File: config.mk
export PLATFORM = sky130hd
export DESIGN_NAME = cpuCore
export DESIGN_NICKNAME = d
export VERILOG_FILES = /design/src/rtl/isaPkg.sv /design/src/rtl/corePkg.sv /design/src/rtl/regFile.sv /design/src/rtl/insnDecode.sv /design/src/rtl/aluExec.sv /design/src/rtl/memWaitTimer.sv /design/src/rtl/coreControl.sv /design/src/rtl/cpuCore.sv
export SDC_FILE = /design/constraint.sdc
export NUM_CORES = 2
export LEC_CHECK = 0
export BUFFER_PORTS_ARGS = -buffer_cell sky130_fd_sc_hd__buf_2
export CAP_MARGIN = 20
export CORE_ASPECT_RATIO = 1.5
export CORE_MARGIN = 10
export CORE_UTILIZATION = 49
export DETAILED_ROUTE_END_ITERATION = 8
export PLACE_DENSITY_LB_ADDON = 0.25
export SETUP_SLACK_MARGIN = 0.05
export SLEW_MARGIN = 30
export SYNTH_ARGS = -nofsm -noshare
export SYNTH_HDL_FRONTEND = slang
export SYNTH_SLANG_ARGS = --single-unit
File: constraint.sdc
create_clock -name clk -period 11.9 [get_ports clk]
set_input_delay 1.19 -clock clk [delete_from_list [all_inputs] [get_ports clk]]
set_output_delay 1.19 -clock clk [all_outputs]
set_load 0.01 [all_outputs]
File: src/rtl/isaPkg.sv
package isaPkg;

    // bit positions of the instruction fields.
    localparam int kindHi     = 31;
    localparam int kindLo     = 30;
    localparam int storingBit = 29;
    localparam int derefBit   = 28;
    localparam int zHi        = 27;
    localparam int zLo        = 24;
    localparam int xHi        = 23;
    localparam int xLo        = 20;
    localparam int yHi        = 19;
    localparam int yLo        = 16;
    localparam int opHi       = 15;
    localparam int opLo       = 12;
    localparam int immHi      = 11; // immediate is signed.
    localparam int immLo      = 0;

    localparam logic [3:0] opOr    = 4'h0;
    localparam logic [3:0] opAnd   = 4'h1;
    localparam logic [3:0] opAdd   = 4'h2;
    localparam logic [3:0] opMul   = 4'h3;
    localparam logic [3:0] opRsvd  = 4'h4; // gives zero.
    localparam logic [3:0] opShl   = 4'h5;
    localparam logic [3:0] opLtNeg = 4'h6; // all ones when true.
    localparam logic [3:0] opEqNeg = 4'h7;
    localparam logic [3:0] opGeNeg = 4'h8;
    localparam logic [3:0] opAndn  = 4'h9;
    localparam logic [3:0] opXor   = 4'ha;
    localparam logic [3:0] opSub   = 4'hb;
    localparam logic [3:0] opXnor  = 4'hc;
    localparam logic [3:0] opShr   = 4'hd;
    localparam logic [3:0] opNeq   = 4'he;
    localparam logic [3:0] opSra   = 4'hf;

    // order of (A, B, C) taken from X, Y and the immediate.
    localparam logic [1:0] kindXYI  = 2'd0;
    localparam logic [1:0] kindXIY  = 2'd1;
    localparam logic [1:0] kindIXY  = 2'd2;
    localparam logic [1:0] kindRsvd = 2'd3;

    localparam logic [3:0] regZero = 4'd0;
    localparam logic [3:0] regPc   = 4'd15;

endpackage

File: src/rtl/corePkg.sv
package corePkg;

    localparam int dataWidth = 32;

    // steps of one instruction.
    typedef enum logic [2:0] {
        stFetch = 3'd0, // instruction memory wait, halt is checked here.
        stIssue = 3'd1,
        stExec  = 3'd2,
        stMem   = 3'd3, // loads and stores only.
        stWrite = 3'd4,
        stNext  = 3'd5
    } ctrlState;

endpackage

File: src/rtl/regFile.sv
`timescale 1ns/1ps

module regFile (
    input  logic                          clk,
    input  logic                          regWrite,
    input  logic [3:0]                    writeIdx,
    input  logic [corePkg::dataWidth-1:0] writeData,
    input  logic [corePkg::dataWidth-1:0] nextPc,
    input  logic [3:0]                    idxX,
    input  logic [3:0]                    idxY,
    input  logic [3:0]                    idxZ,
    output logic [corePkg::dataWidth-1:0] valX,
    output logic [corePkg::dataWidth-1:0] valY,
    output logic [corePkg::dataWidth-1:0] valZ
);

    logic [corePkg::dataWidth-1:0] regs [1:14]; // 0 and 15 have no storage.

    assign valX = (idxX == isaPkg::regZero) ? '0 :
                  (idxX == isaPkg::regPc)   ? nextPc : regs[idxX];
    assign valY = (idxY == isaPkg::regZero) ? '0 :
                  (idxY == isaPkg::regPc)   ? nextPc : regs[idxY];
    assign valZ = (idxZ == isaPkg::regZero) ? '0 :
                  (idxZ == isaPkg::regPc)   ? nextPc : regs[idxZ];

    always_ff @(posedge clk) begin
        if (regWrite && writeIdx != isaPkg::regZero && writeIdx != isaPkg::regPc) begin
            regs[writeIdx] <= writeData;
        end
    end

endmodule

File: src/rtl/insnDecode.sv
`timescale 1ns/1ps

module insnDecode (
    input  logic [corePkg::dataWidth-1:0] insn,
    input  logic [corePkg::dataWidth-1:0] valX,
    input  logic [corePkg::dataWidth-1:0] valY,
    output logic [3:0]                    idxX,
    output logic [3:0]                    idxY,
    output logic [3:0]                    idxZ,
    output logic [3:0]                    op,
    output logic                          storing,
    output logic                          loading,
    output logic                          derefRhs,
    output logic                          branching,
    output logic [corePkg::dataWidth-1:0] valA,
    output logic [corePkg::dataWidth-1:0] valB,
    output logic [corePkg::dataWidth-1:0] valC
);

    localparam int ImmWidth = isaPkg::immHi - isaPkg::immLo + 1;

    logic [1:0]                    kind;
    logic [corePkg::dataWidth-1:0] valI;

    assign kind     = insn[isaPkg::kindHi:isaPkg::kindLo];
    assign storing  = insn[isaPkg::storingBit];
    assign derefRhs = insn[isaPkg::derefBit];
    assign idxZ     = insn[isaPkg::zHi:isaPkg::zLo];
    assign idxX     = insn[isaPkg::xHi:isaPkg::xLo];
    assign idxY     = insn[isaPkg::yHi:isaPkg::yLo];
    assign op       = insn[isaPkg::opHi:isaPkg::opLo];
    assign valI     = {{(corePkg::dataWidth - ImmWidth){insn[isaPkg::immHi]}},
                       insn[isaPkg::immHi:isaPkg::immLo]};

    assign loading   = derefRhs && !storing;
    assign branching = (idxZ == isaPkg::regPc) && !storing; // a write to pc.

    always_comb begin
        case (kind)
            isaPkg::kindXIY: begin
                valA = valX;
                valB = valI;
                valC = valY;
            end
            isaPkg::kindIXY: begin
                valA = valI;
                valB = valX;
                valC = valY;
            end
            default: begin // kindXYI and kindRsvd.
                valA = valX;
                valB = valY;
                valC = valI;
            end
        endcase
    end

endmodule

File: src/rtl/aluExec.sv
`timescale 1ns/1ps

module aluExec (
    input  logic                          clk,
    input  logic                          reset_n,
    input  logic                          start,
    input  logic [3:0]                    op,
    input  logic [corePkg::dataWidth-1:0] valA,
    input  logic [corePkg::dataWidth-1:0] valB,
    input  logic [corePkg::dataWidth-1:0] valC,
    output logic                          done,
    output logic [corePkg::dataWidth-1:0] result
);

    localparam int W = corePkg::dataWidth;

    logic [2:0]   stageValid;
    logic [3:0]   opS1;
    logic [W-1:0] aS1, bS1, cS1;
    logic [W-1:0] opValue;
    logic [W-1:0] yS2, cS2;
    logic [W-1:0] zS3;

    always_comb begin
        case (opS1)
            isaPkg::opOr:    opValue = aS1 | bS1;
            isaPkg::opAnd:   opValue = aS1 & bS1;
            isaPkg::opAdd:   opValue = aS1 + bS1;
            isaPkg::opMul:   opValue = aS1 * bS1;
            isaPkg::opShl:   opValue = aS1 << bS1;
            isaPkg::opLtNeg: opValue = {W{$signed(aS1) < $signed(bS1)}};
            isaPkg::opEqNeg: opValue = {W{aS1 == bS1}};
            isaPkg::opGeNeg: opValue = {W{$signed(aS1) >= $signed(bS1)}};
            isaPkg::opAndn:  opValue = aS1 & ~bS1;
            isaPkg::opXor:   opValue = aS1 ^ bS1;
            isaPkg::opSub:   opValue = aS1 - bS1;
            isaPkg::opXnor:  opValue = aS1 ~^ bS1;
            isaPkg::opShr:   opValue = aS1 >> bS1;
            isaPkg::opNeq:   opValue = {W{aS1 != bS1}};
            isaPkg::opSra:   opValue = $unsigned($signed(aS1) >>> bS1);
            isaPkg::opRsvd:  opValue = '0;
            default:         opValue = '0;
        endcase
    end

    // data stages run freely, C rides along until the add.
    always_ff @(posedge clk) begin
        opS1   <= op;
        aS1    <= valA;
        bS1    <= valB;
        cS1    <= valC;
        yS2    <= opValue;
        cS2    <= cS1;
        zS3    <= yS2 + cS2;
        result <= zS3;
    end

    always_ff @(posedge clk) begin
        if (!reset_n) begin
            stageValid <= '0;
            done       <= 1'b0;
        end else begin
            stageValid <= {stageValid[1:0], start};
            done       <= stageValid[2];
        end
    end

endmodule

File: src/rtl/memWaitTimer.sv
`timescale 1ns/1ps

module memWaitTimer #(
    parameter int MemWaitCycles = 3
) (
    input  logic clk,
    input  logic reset_n,
    input  logic start,
    output logic done
);

    localparam int CountWidth = $clog2(MemWaitCycles + 1);

    logic [CountWidth-1:0] count;

    assign done = (count == CountWidth'(1)); // last cycle of the wait.

    always_ff @(posedge clk) begin
        if (!reset_n) begin
            count <= '0;
        end else if (start) begin
            count <= CountWidth'(MemWaitCycles);
        end else if (count != '0) begin
            count <= count - 1'b1;
        end
    end

endmodule

File: src/rtl/coreControl.sv
`timescale 1ns/1ps

module coreControl #(
    parameter logic [corePkg::dataWidth-1:0] ResetVector = '0
) (
    input  logic                          clk,
    input  logic                          reset_n,
    input  logic                          halt,
    output logic                          timerStart,
    input  logic                          timerDone,
    output logic                          execStart,
    input  logic                          execDone,
    input  logic [corePkg::dataWidth-1:0] execResult,
    input  logic                          storing,
    input  logic                          loading,
    input  logic                          derefRhs,
    input  logic                          branching,
    input  logic [corePkg::dataWidth-1:0] valZ,
    output logic [corePkg::dataWidth-1:0] iAddr,
    input  logic [corePkg::dataWidth-1:0] iData,
    output logic [corePkg::dataWidth-1:0] insn,
    output logic [corePkg::dataWidth-1:0] nextPc,
    output logic                          regWrite,
    output logic [corePkg::dataWidth-1:0] writeData,
    output logic                          dStrobe,
    output logic                          dWrite,
    output logic [corePkg::dataWidth-1:0] dAddr,
    output logic [corePkg::dataWidth-1:0] dWdata,
    input  logic [corePkg::dataWidth-1:0] dRdata
);

    corePkg::ctrlState             state;
    logic                          fetchBusy; // fetch wait is running.
    logic [corePkg::dataWidth-1:0] pc;
    logic [corePkg::dataWidth-1:0] rhs;
    logic [corePkg::dataWidth-1:0] loadData;

    assign iAddr     = pc;
    assign writeData = loading ? loadData : rhs;
    assign regWrite  = (state == corePkg::stWrite) && !storing;
    assign dWrite    = dStrobe && storing;
    // deref picks which of rhs and Z is the address.
    assign dAddr     = derefRhs ? rhs : valZ;
    assign dWdata    = derefRhs ? valZ : rhs;

    always_ff @(posedge clk) begin
        if (!reset_n) begin
            state      <= corePkg::stFetch;
            pc         <= ResetVector;
            nextPc     <= ResetVector + 1'b1;
            fetchBusy  <= 1'b0;
            timerStart <= 1'b0;
            execStart  <= 1'b0;
            dStrobe    <= 1'b0;
        end else begin
            timerStart <= 1'b0;
            execStart  <= 1'b0;
            case (state)
                corePkg::stFetch: begin
                    if (!fetchBusy && !halt) begin
                        timerStart <= 1'b1;
                        fetchBusy  <= 1'b1;
                    end
                    if (timerDone) begin
                        fetchBusy <= 1'b0;
                        state     <= corePkg::stIssue;
                    end
                end
                corePkg::stIssue: begin
                    execStart <= 1'b1;
                    state     <= corePkg::stExec;
                end
                corePkg::stExec: begin
                    if (execDone && (loading || storing)) begin
                        timerStart <= 1'b1; // wait runs alongside stMem.
                        state      <= corePkg::stMem;
                    end else if (execDone) begin
                        state <= corePkg::stWrite;
                    end
                end
                corePkg::stMem: begin
                    if (timerStart) dStrobe <= 1'b1;
                    if (timerDone) begin
                        dStrobe <= 1'b0;
                        state   <= corePkg::stWrite;
                    end
                end
                corePkg::stWrite: begin
                    pc    <= branching ? writeData : nextPc;
                    state <= corePkg::stNext;
                end
                default: begin // stNext.
                    nextPc <= pc + 1'b1;
                    state  <= corePkg::stFetch;
                end
            endcase
        end
    end

    always_ff @(posedge clk) begin
        if (state == corePkg::stFetch && timerDone) insn <= iData;
        if (state == corePkg::stExec && execDone) rhs <= execResult;
        if (state == corePkg::stMem && timerDone) loadData <= dRdata; // last strobe cycle.
    end

endmodule

File: src/rtl/cpuCore.sv
`timescale 1ns/1ps

module cpuCore #(
    parameter logic [corePkg::dataWidth-1:0] ResetVector   = '0,
    parameter int                            MemWaitCycles = 3
) (
    input  logic                          clk,
    input  logic                          reset_n,
    input  logic                          halt,
    output logic [corePkg::dataWidth-1:0] iAddr,
    input  logic [corePkg::dataWidth-1:0] iData,
    output logic                          dStrobe,
    output logic                          dWrite,
    output logic [corePkg::dataWidth-1:0] dAddr,
    output logic [corePkg::dataWidth-1:0] dWdata,
    input  logic [corePkg::dataWidth-1:0] dRdata
);

    logic                          timerStart, timerDone;
    logic                          execStart, execDone;
    logic [corePkg::dataWidth-1:0] execResult;
    logic                          storing, loading, derefRhs, branching;
    logic [3:0]                    idxX, idxY, idxZ, op;
    logic [corePkg::dataWidth-1:0] valX, valY, valZ;
    logic [corePkg::dataWidth-1:0] valA, valB, valC;
    logic [corePkg::dataWidth-1:0] insn, nextPc, writeData;
    logic                          regWrite;

    regFile regs (
        .clk(clk), .regWrite(regWrite), .writeIdx(idxZ), .writeData(writeData),
        .nextPc(nextPc), .idxX(idxX), .idxY(idxY), .idxZ(idxZ),
        .valX(valX), .valY(valY), .valZ(valZ)
    );

    insnDecode decoder (
        .insn(insn), .valX(valX), .valY(valY),
        .idxX(idxX), .idxY(idxY), .idxZ(idxZ), .op(op),
        .storing(storing), .loading(loading), .derefRhs(derefRhs), .branching(branching),
        .valA(valA), .valB(valB), .valC(valC)
    );

    aluExec alu (
        .clk(clk), .reset_n(reset_n), .start(execStart), .op(op),
        .valA(valA), .valB(valB), .valC(valC),
        .done(execDone), .result(execResult)
    );

    // one timer serves both the fetch and the data access.
    memWaitTimer #(.MemWaitCycles(MemWaitCycles)) waitTimer (
        .clk(clk), .reset_n(reset_n), .start(timerStart), .done(timerDone)
    );

    coreControl #(.ResetVector(ResetVector)) control (
        .clk(clk), .reset_n(reset_n), .halt(halt),
        .timerStart(timerStart), .timerDone(timerDone),
        .execStart(execStart), .execDone(execDone), .execResult(execResult),
        .storing(storing), .loading(loading), .derefRhs(derefRhs), .branching(branching),
        .valZ(valZ), .iAddr(iAddr), .iData(iData), .insn(insn), .nextPc(nextPc),
        .regWrite(regWrite), .writeData(writeData),
        .dStrobe(dStrobe), .dWrite(dWrite), .dAddr(dAddr), .dWdata(dWdata),
        .dRdata(dRdata)
    );

endmodule

==> results by group <==
Status
  – Run status: finished, final reports clean

Logic synthesis
  – Net Count, Synth: 7,233
  – Cells after synthesis: 6,501
  – Avg Inst Size Synth: between 10 and 15 sq um
  – Warnings, synthesis: 0
  – Proportion of register bits with asynchronous set or reset after synthesis: 0%
  – Total standard cell area after synthesis: 65,600 sq um
  – Synth Register Bits: 861
  – Share of synthesized area occupied by flip-flops and latches: 34.6%
  – Prevailing post-synth register cell: edfxtp_1
  – Number of library cell types mapped by synthesis: 91
  – Number of synthesized flops with an enable pin: 544

Worst setup path
  – Endpoint class of the critical path: register
  – Element type at the critical path start: register
  – Endpoint required time on the critical path: approximately 12,000 ps
  – Maximum fanout encountered on the critical timing path: 21
  – Data arrival at the endpoint of the critical path: 9790 ps
  – Critical path class: register to register

Die
  – Boundary pin count: approximately 170
  – Core Region: 133,000 sq um
  – Total die area: 149,000 sq um
  – Effective utilization at floorplan: 49.3%
  – Number of standard-cell rows in the floorplan: 164
  – Chip Width: 319 microns
  – Vertical extent of the die: 468 microns

Final layout
  – Final Non-Filler Cells: 8,253
  – Share of layout cells above drive strength 1: 14.3%
  – Number of fill cells: ~12,000
  – Nets: 7,157
  – Area growth from synthesis to layout: 8.68%

Routing
  – Top routing layer used: met5
  – Met3 WL post-DR: roughly 26 mm
  – Number of DRC markers after the initial detailed-route iteration: 6,110
  – Routed WL: 274 mm
  – Length of the first detailed-routing pass in iterations: 6
  – DRC violation count after routing: 0
  – Antenna-violating nets left: 0
  – Via-per-instance ratio: 6.66
  – Via count of the routed design: ~55,000
  – Routed metal-1 wire length: 91.6 mm
  – Routed wire per std cell: about 33 microns
  – Met2 wire length: 129 mm

Placement
  – Worst slack at placement: 2980 ps
  – Final estimated routing congestion in global placement: 1.09
  – Total instance count after detailed placement: 8,074
  – Estimated wirelength of the detail-placed design: 193 mm
  – PortBufs: 164

CTS
  – Setup Buffers After CTS: 0
  – Maximum level of the CTS H-tree: 3
  – Clock root buffer: clkbuf_16
  – Post-cts hold buffer count: 0
  – TritonCTS clock tree: built
  – Cts repair resizes: 0
  – Total clock buffers created by CTS: 86
  – Clk buf depth: 3
  – Total clock sinks: 861
  – Worst-path clk slew: around 70 ps
  – Latest clock arrival within the worst-skew pair: 740 ps

STA
  – Maximum achievable frequency: 108 MHz
  – Final hold violation count: 0
  – Shortest clock period the worst path allows after layout: 9250 ps
  – Count of pins over their slew limit: 0
  – Final period utilization: 77.7%
  – Skew final: 48.1 ps
  – Slew at the pin closest to its max-slew limit: 1090 ps
  – Setup-violating endpoint count in the final report: 0
  – Sum of negative setup slack: 0 ps
  – Final setup slack of the worst path: between 2000 and 3000 ps
  – Setup repair after global routing missed its margin: false
  – Max-slew headroom at the worst pin: 25.3%

Global routing
  – Total global routing overflow: 0
  – Number of antenna violations at the first check in global routing: 25
  – Wire length of the first global-routing pass: a little under 400 mm
  – Number of global-route vias before repair: 55,500
  – Pin count of the biggest net entering global routing: between 80 and 90
  – Global router's overall resource usage: 36.2%

Min path
  – Hold crit path type: register to register

Job
  – Max-cap viol count: 0
## routing by layer
layer  global-route usage (%)  vias to the layer above
met5                        0                        -
li1                         -                    23100
met4                     30.7                        8
met2                     58.9                     3379
met1                     39.3                    27300
met3                     9.74                     1118
## area by class of cell
cell class	instances	area, sq um	share of cell area, %
clock buffers	115	2410	3.38
inverters	504	1890	2.65
well taps	1743	2180	3.06
clock inverters	46	490	0.688
flip-flops and latches	861	22700	31.9
repair buffers	348	2240	3.14
multi-input cells	4624	39300	55.2
diodes	12	30.0	0.0421
## logic make-up after synthesis
kind of cell,synth area share (%)
xor+xnor,2.30
flops,34.6
fa+ha+maj,17.4
buf+inv,5.96
simple gates,11.2
mux,13.5
compound gates,15.1
## per-stage QoR
stage	cell area, sq um	utilization (%)	hold WS (ps)
detailed placement	68200	51.2	312
CTS	71100	53.4	318
floorplan	65600	-	310
global placement	68200	51.2	310
global route	71300	53.5	323
finish	71300	53.5	323
## synth_stat cells (52+ instances only)
library cell | count | share of area, %
clkbuf_1 | 390 | 2.2
nor2_1 | 735 | 4.2
nor3_1 | 87 | 0.66
mux4_2 | 226 | 7.8
xnor2_1 | 106 | 1.4
mux2i_1 | 279 | 4.3
inv_1 | 484 | 2.8
o21ai_0 | 304 | 2.3
a211oi_1 | 330 | 3.8
buf_1 | 65 | 0.37
edfxtp_1 | 544 | 25
o211ai_1 | 120 | 1.4
xor2_1 | 64 | 0.85
fa_1 | 411 | 13
o31ai_1 | 87 | 1.0
ha_1 | 254 | 4.8
mux2_2 | 86 | 1.5
nand3_1 | 66 | 0.50
a21oi_1 | 306 | 2.3
nand2_1 | 574 | 3.3
dfxtp_1 | 317 | 9.7
buf_2 | 52 | 0.40
## state kept, by name (all words and copies together), names as in the netlist, named ones only
| signal | flops |
|---|---|
| control.iAddr | 32 |
| control.timerStart | 1 |
| waitTimer.count | 2 |
| alu.result | 32 |
| control.insn | 32 |
| control.state | 3 |
| alu.cS1 | 32 |
| control.loadData | 32 |
| control.nextPc | 32 |
| alu.zS3 | 32 |
| control.fetchBusy | 1 |
| alu.aS1 | 32 |
| alu.opS1 | 4 |
| control.dStrobe | 1 |
| alu.yS2 | 32 |
| control.execStart | 1 |
| regs.regs | 448 |
| alu.done | 1 |
| alu.cS2 | 32 |
| alu.bS1 | 32 |
| alu.stageValid | 3 |
| control.rhs | 32 |
## path summary, 6_finish.rpt
path	start	endpoint	slack (ps)	cells past startpoint
min reg2reg	alu.cS1[15]	alu.cS2[15]	320	0
max	alu.aS1[6]	alu.yS2[24]	2650	27
max reg2reg	alu.aS1[6]	alu.yS2[24]	2650	27
min	alu.cS1[15]	alu.cS2[15]	320	0
## worst max-delay path, stage by stage, from the launching register on
cell and delay [ps]:
dfxtp_1 300, buf_4 450, clkinv_1 130, buf_4 280, nor2_1 470, fa_1 500
inv_1 80, fa_1 430, fa_1 490, inv_1 50, fa_1 550, ha_1 230
ha_1 280, inv_1 40, fa_1 470, inv_1 50, fa_1 440, ha_1 210
or3_1 400, or4_1 420, nor4_1 540, buf_4 260, nor3_1 50, a311oi_1 410
o21ai_0 190, xor2_1 220, a211oi_1 850, a32oi_1 260
## layout by cell type (no fill, tap or decap), drive strengths merged, types with 45 or more instances in the layout
cell    count
a21oi     306
o21ai     305
clkbuf    118
mux2       86
nand2     575
ha        254
mux4      226
dfxtp     317
o211ai    121
o31ai      87
fa        411
xor2       64
inv       496
edfxtp    544
nor3       87
xnor2     106
mux2i     279
buf       345
nand3      66
a211oi    330
and2       45
nor2      735
Power is not shown: default switching activity piles up to over one toggle a cycle in this logic, so the estimate is an artifact.
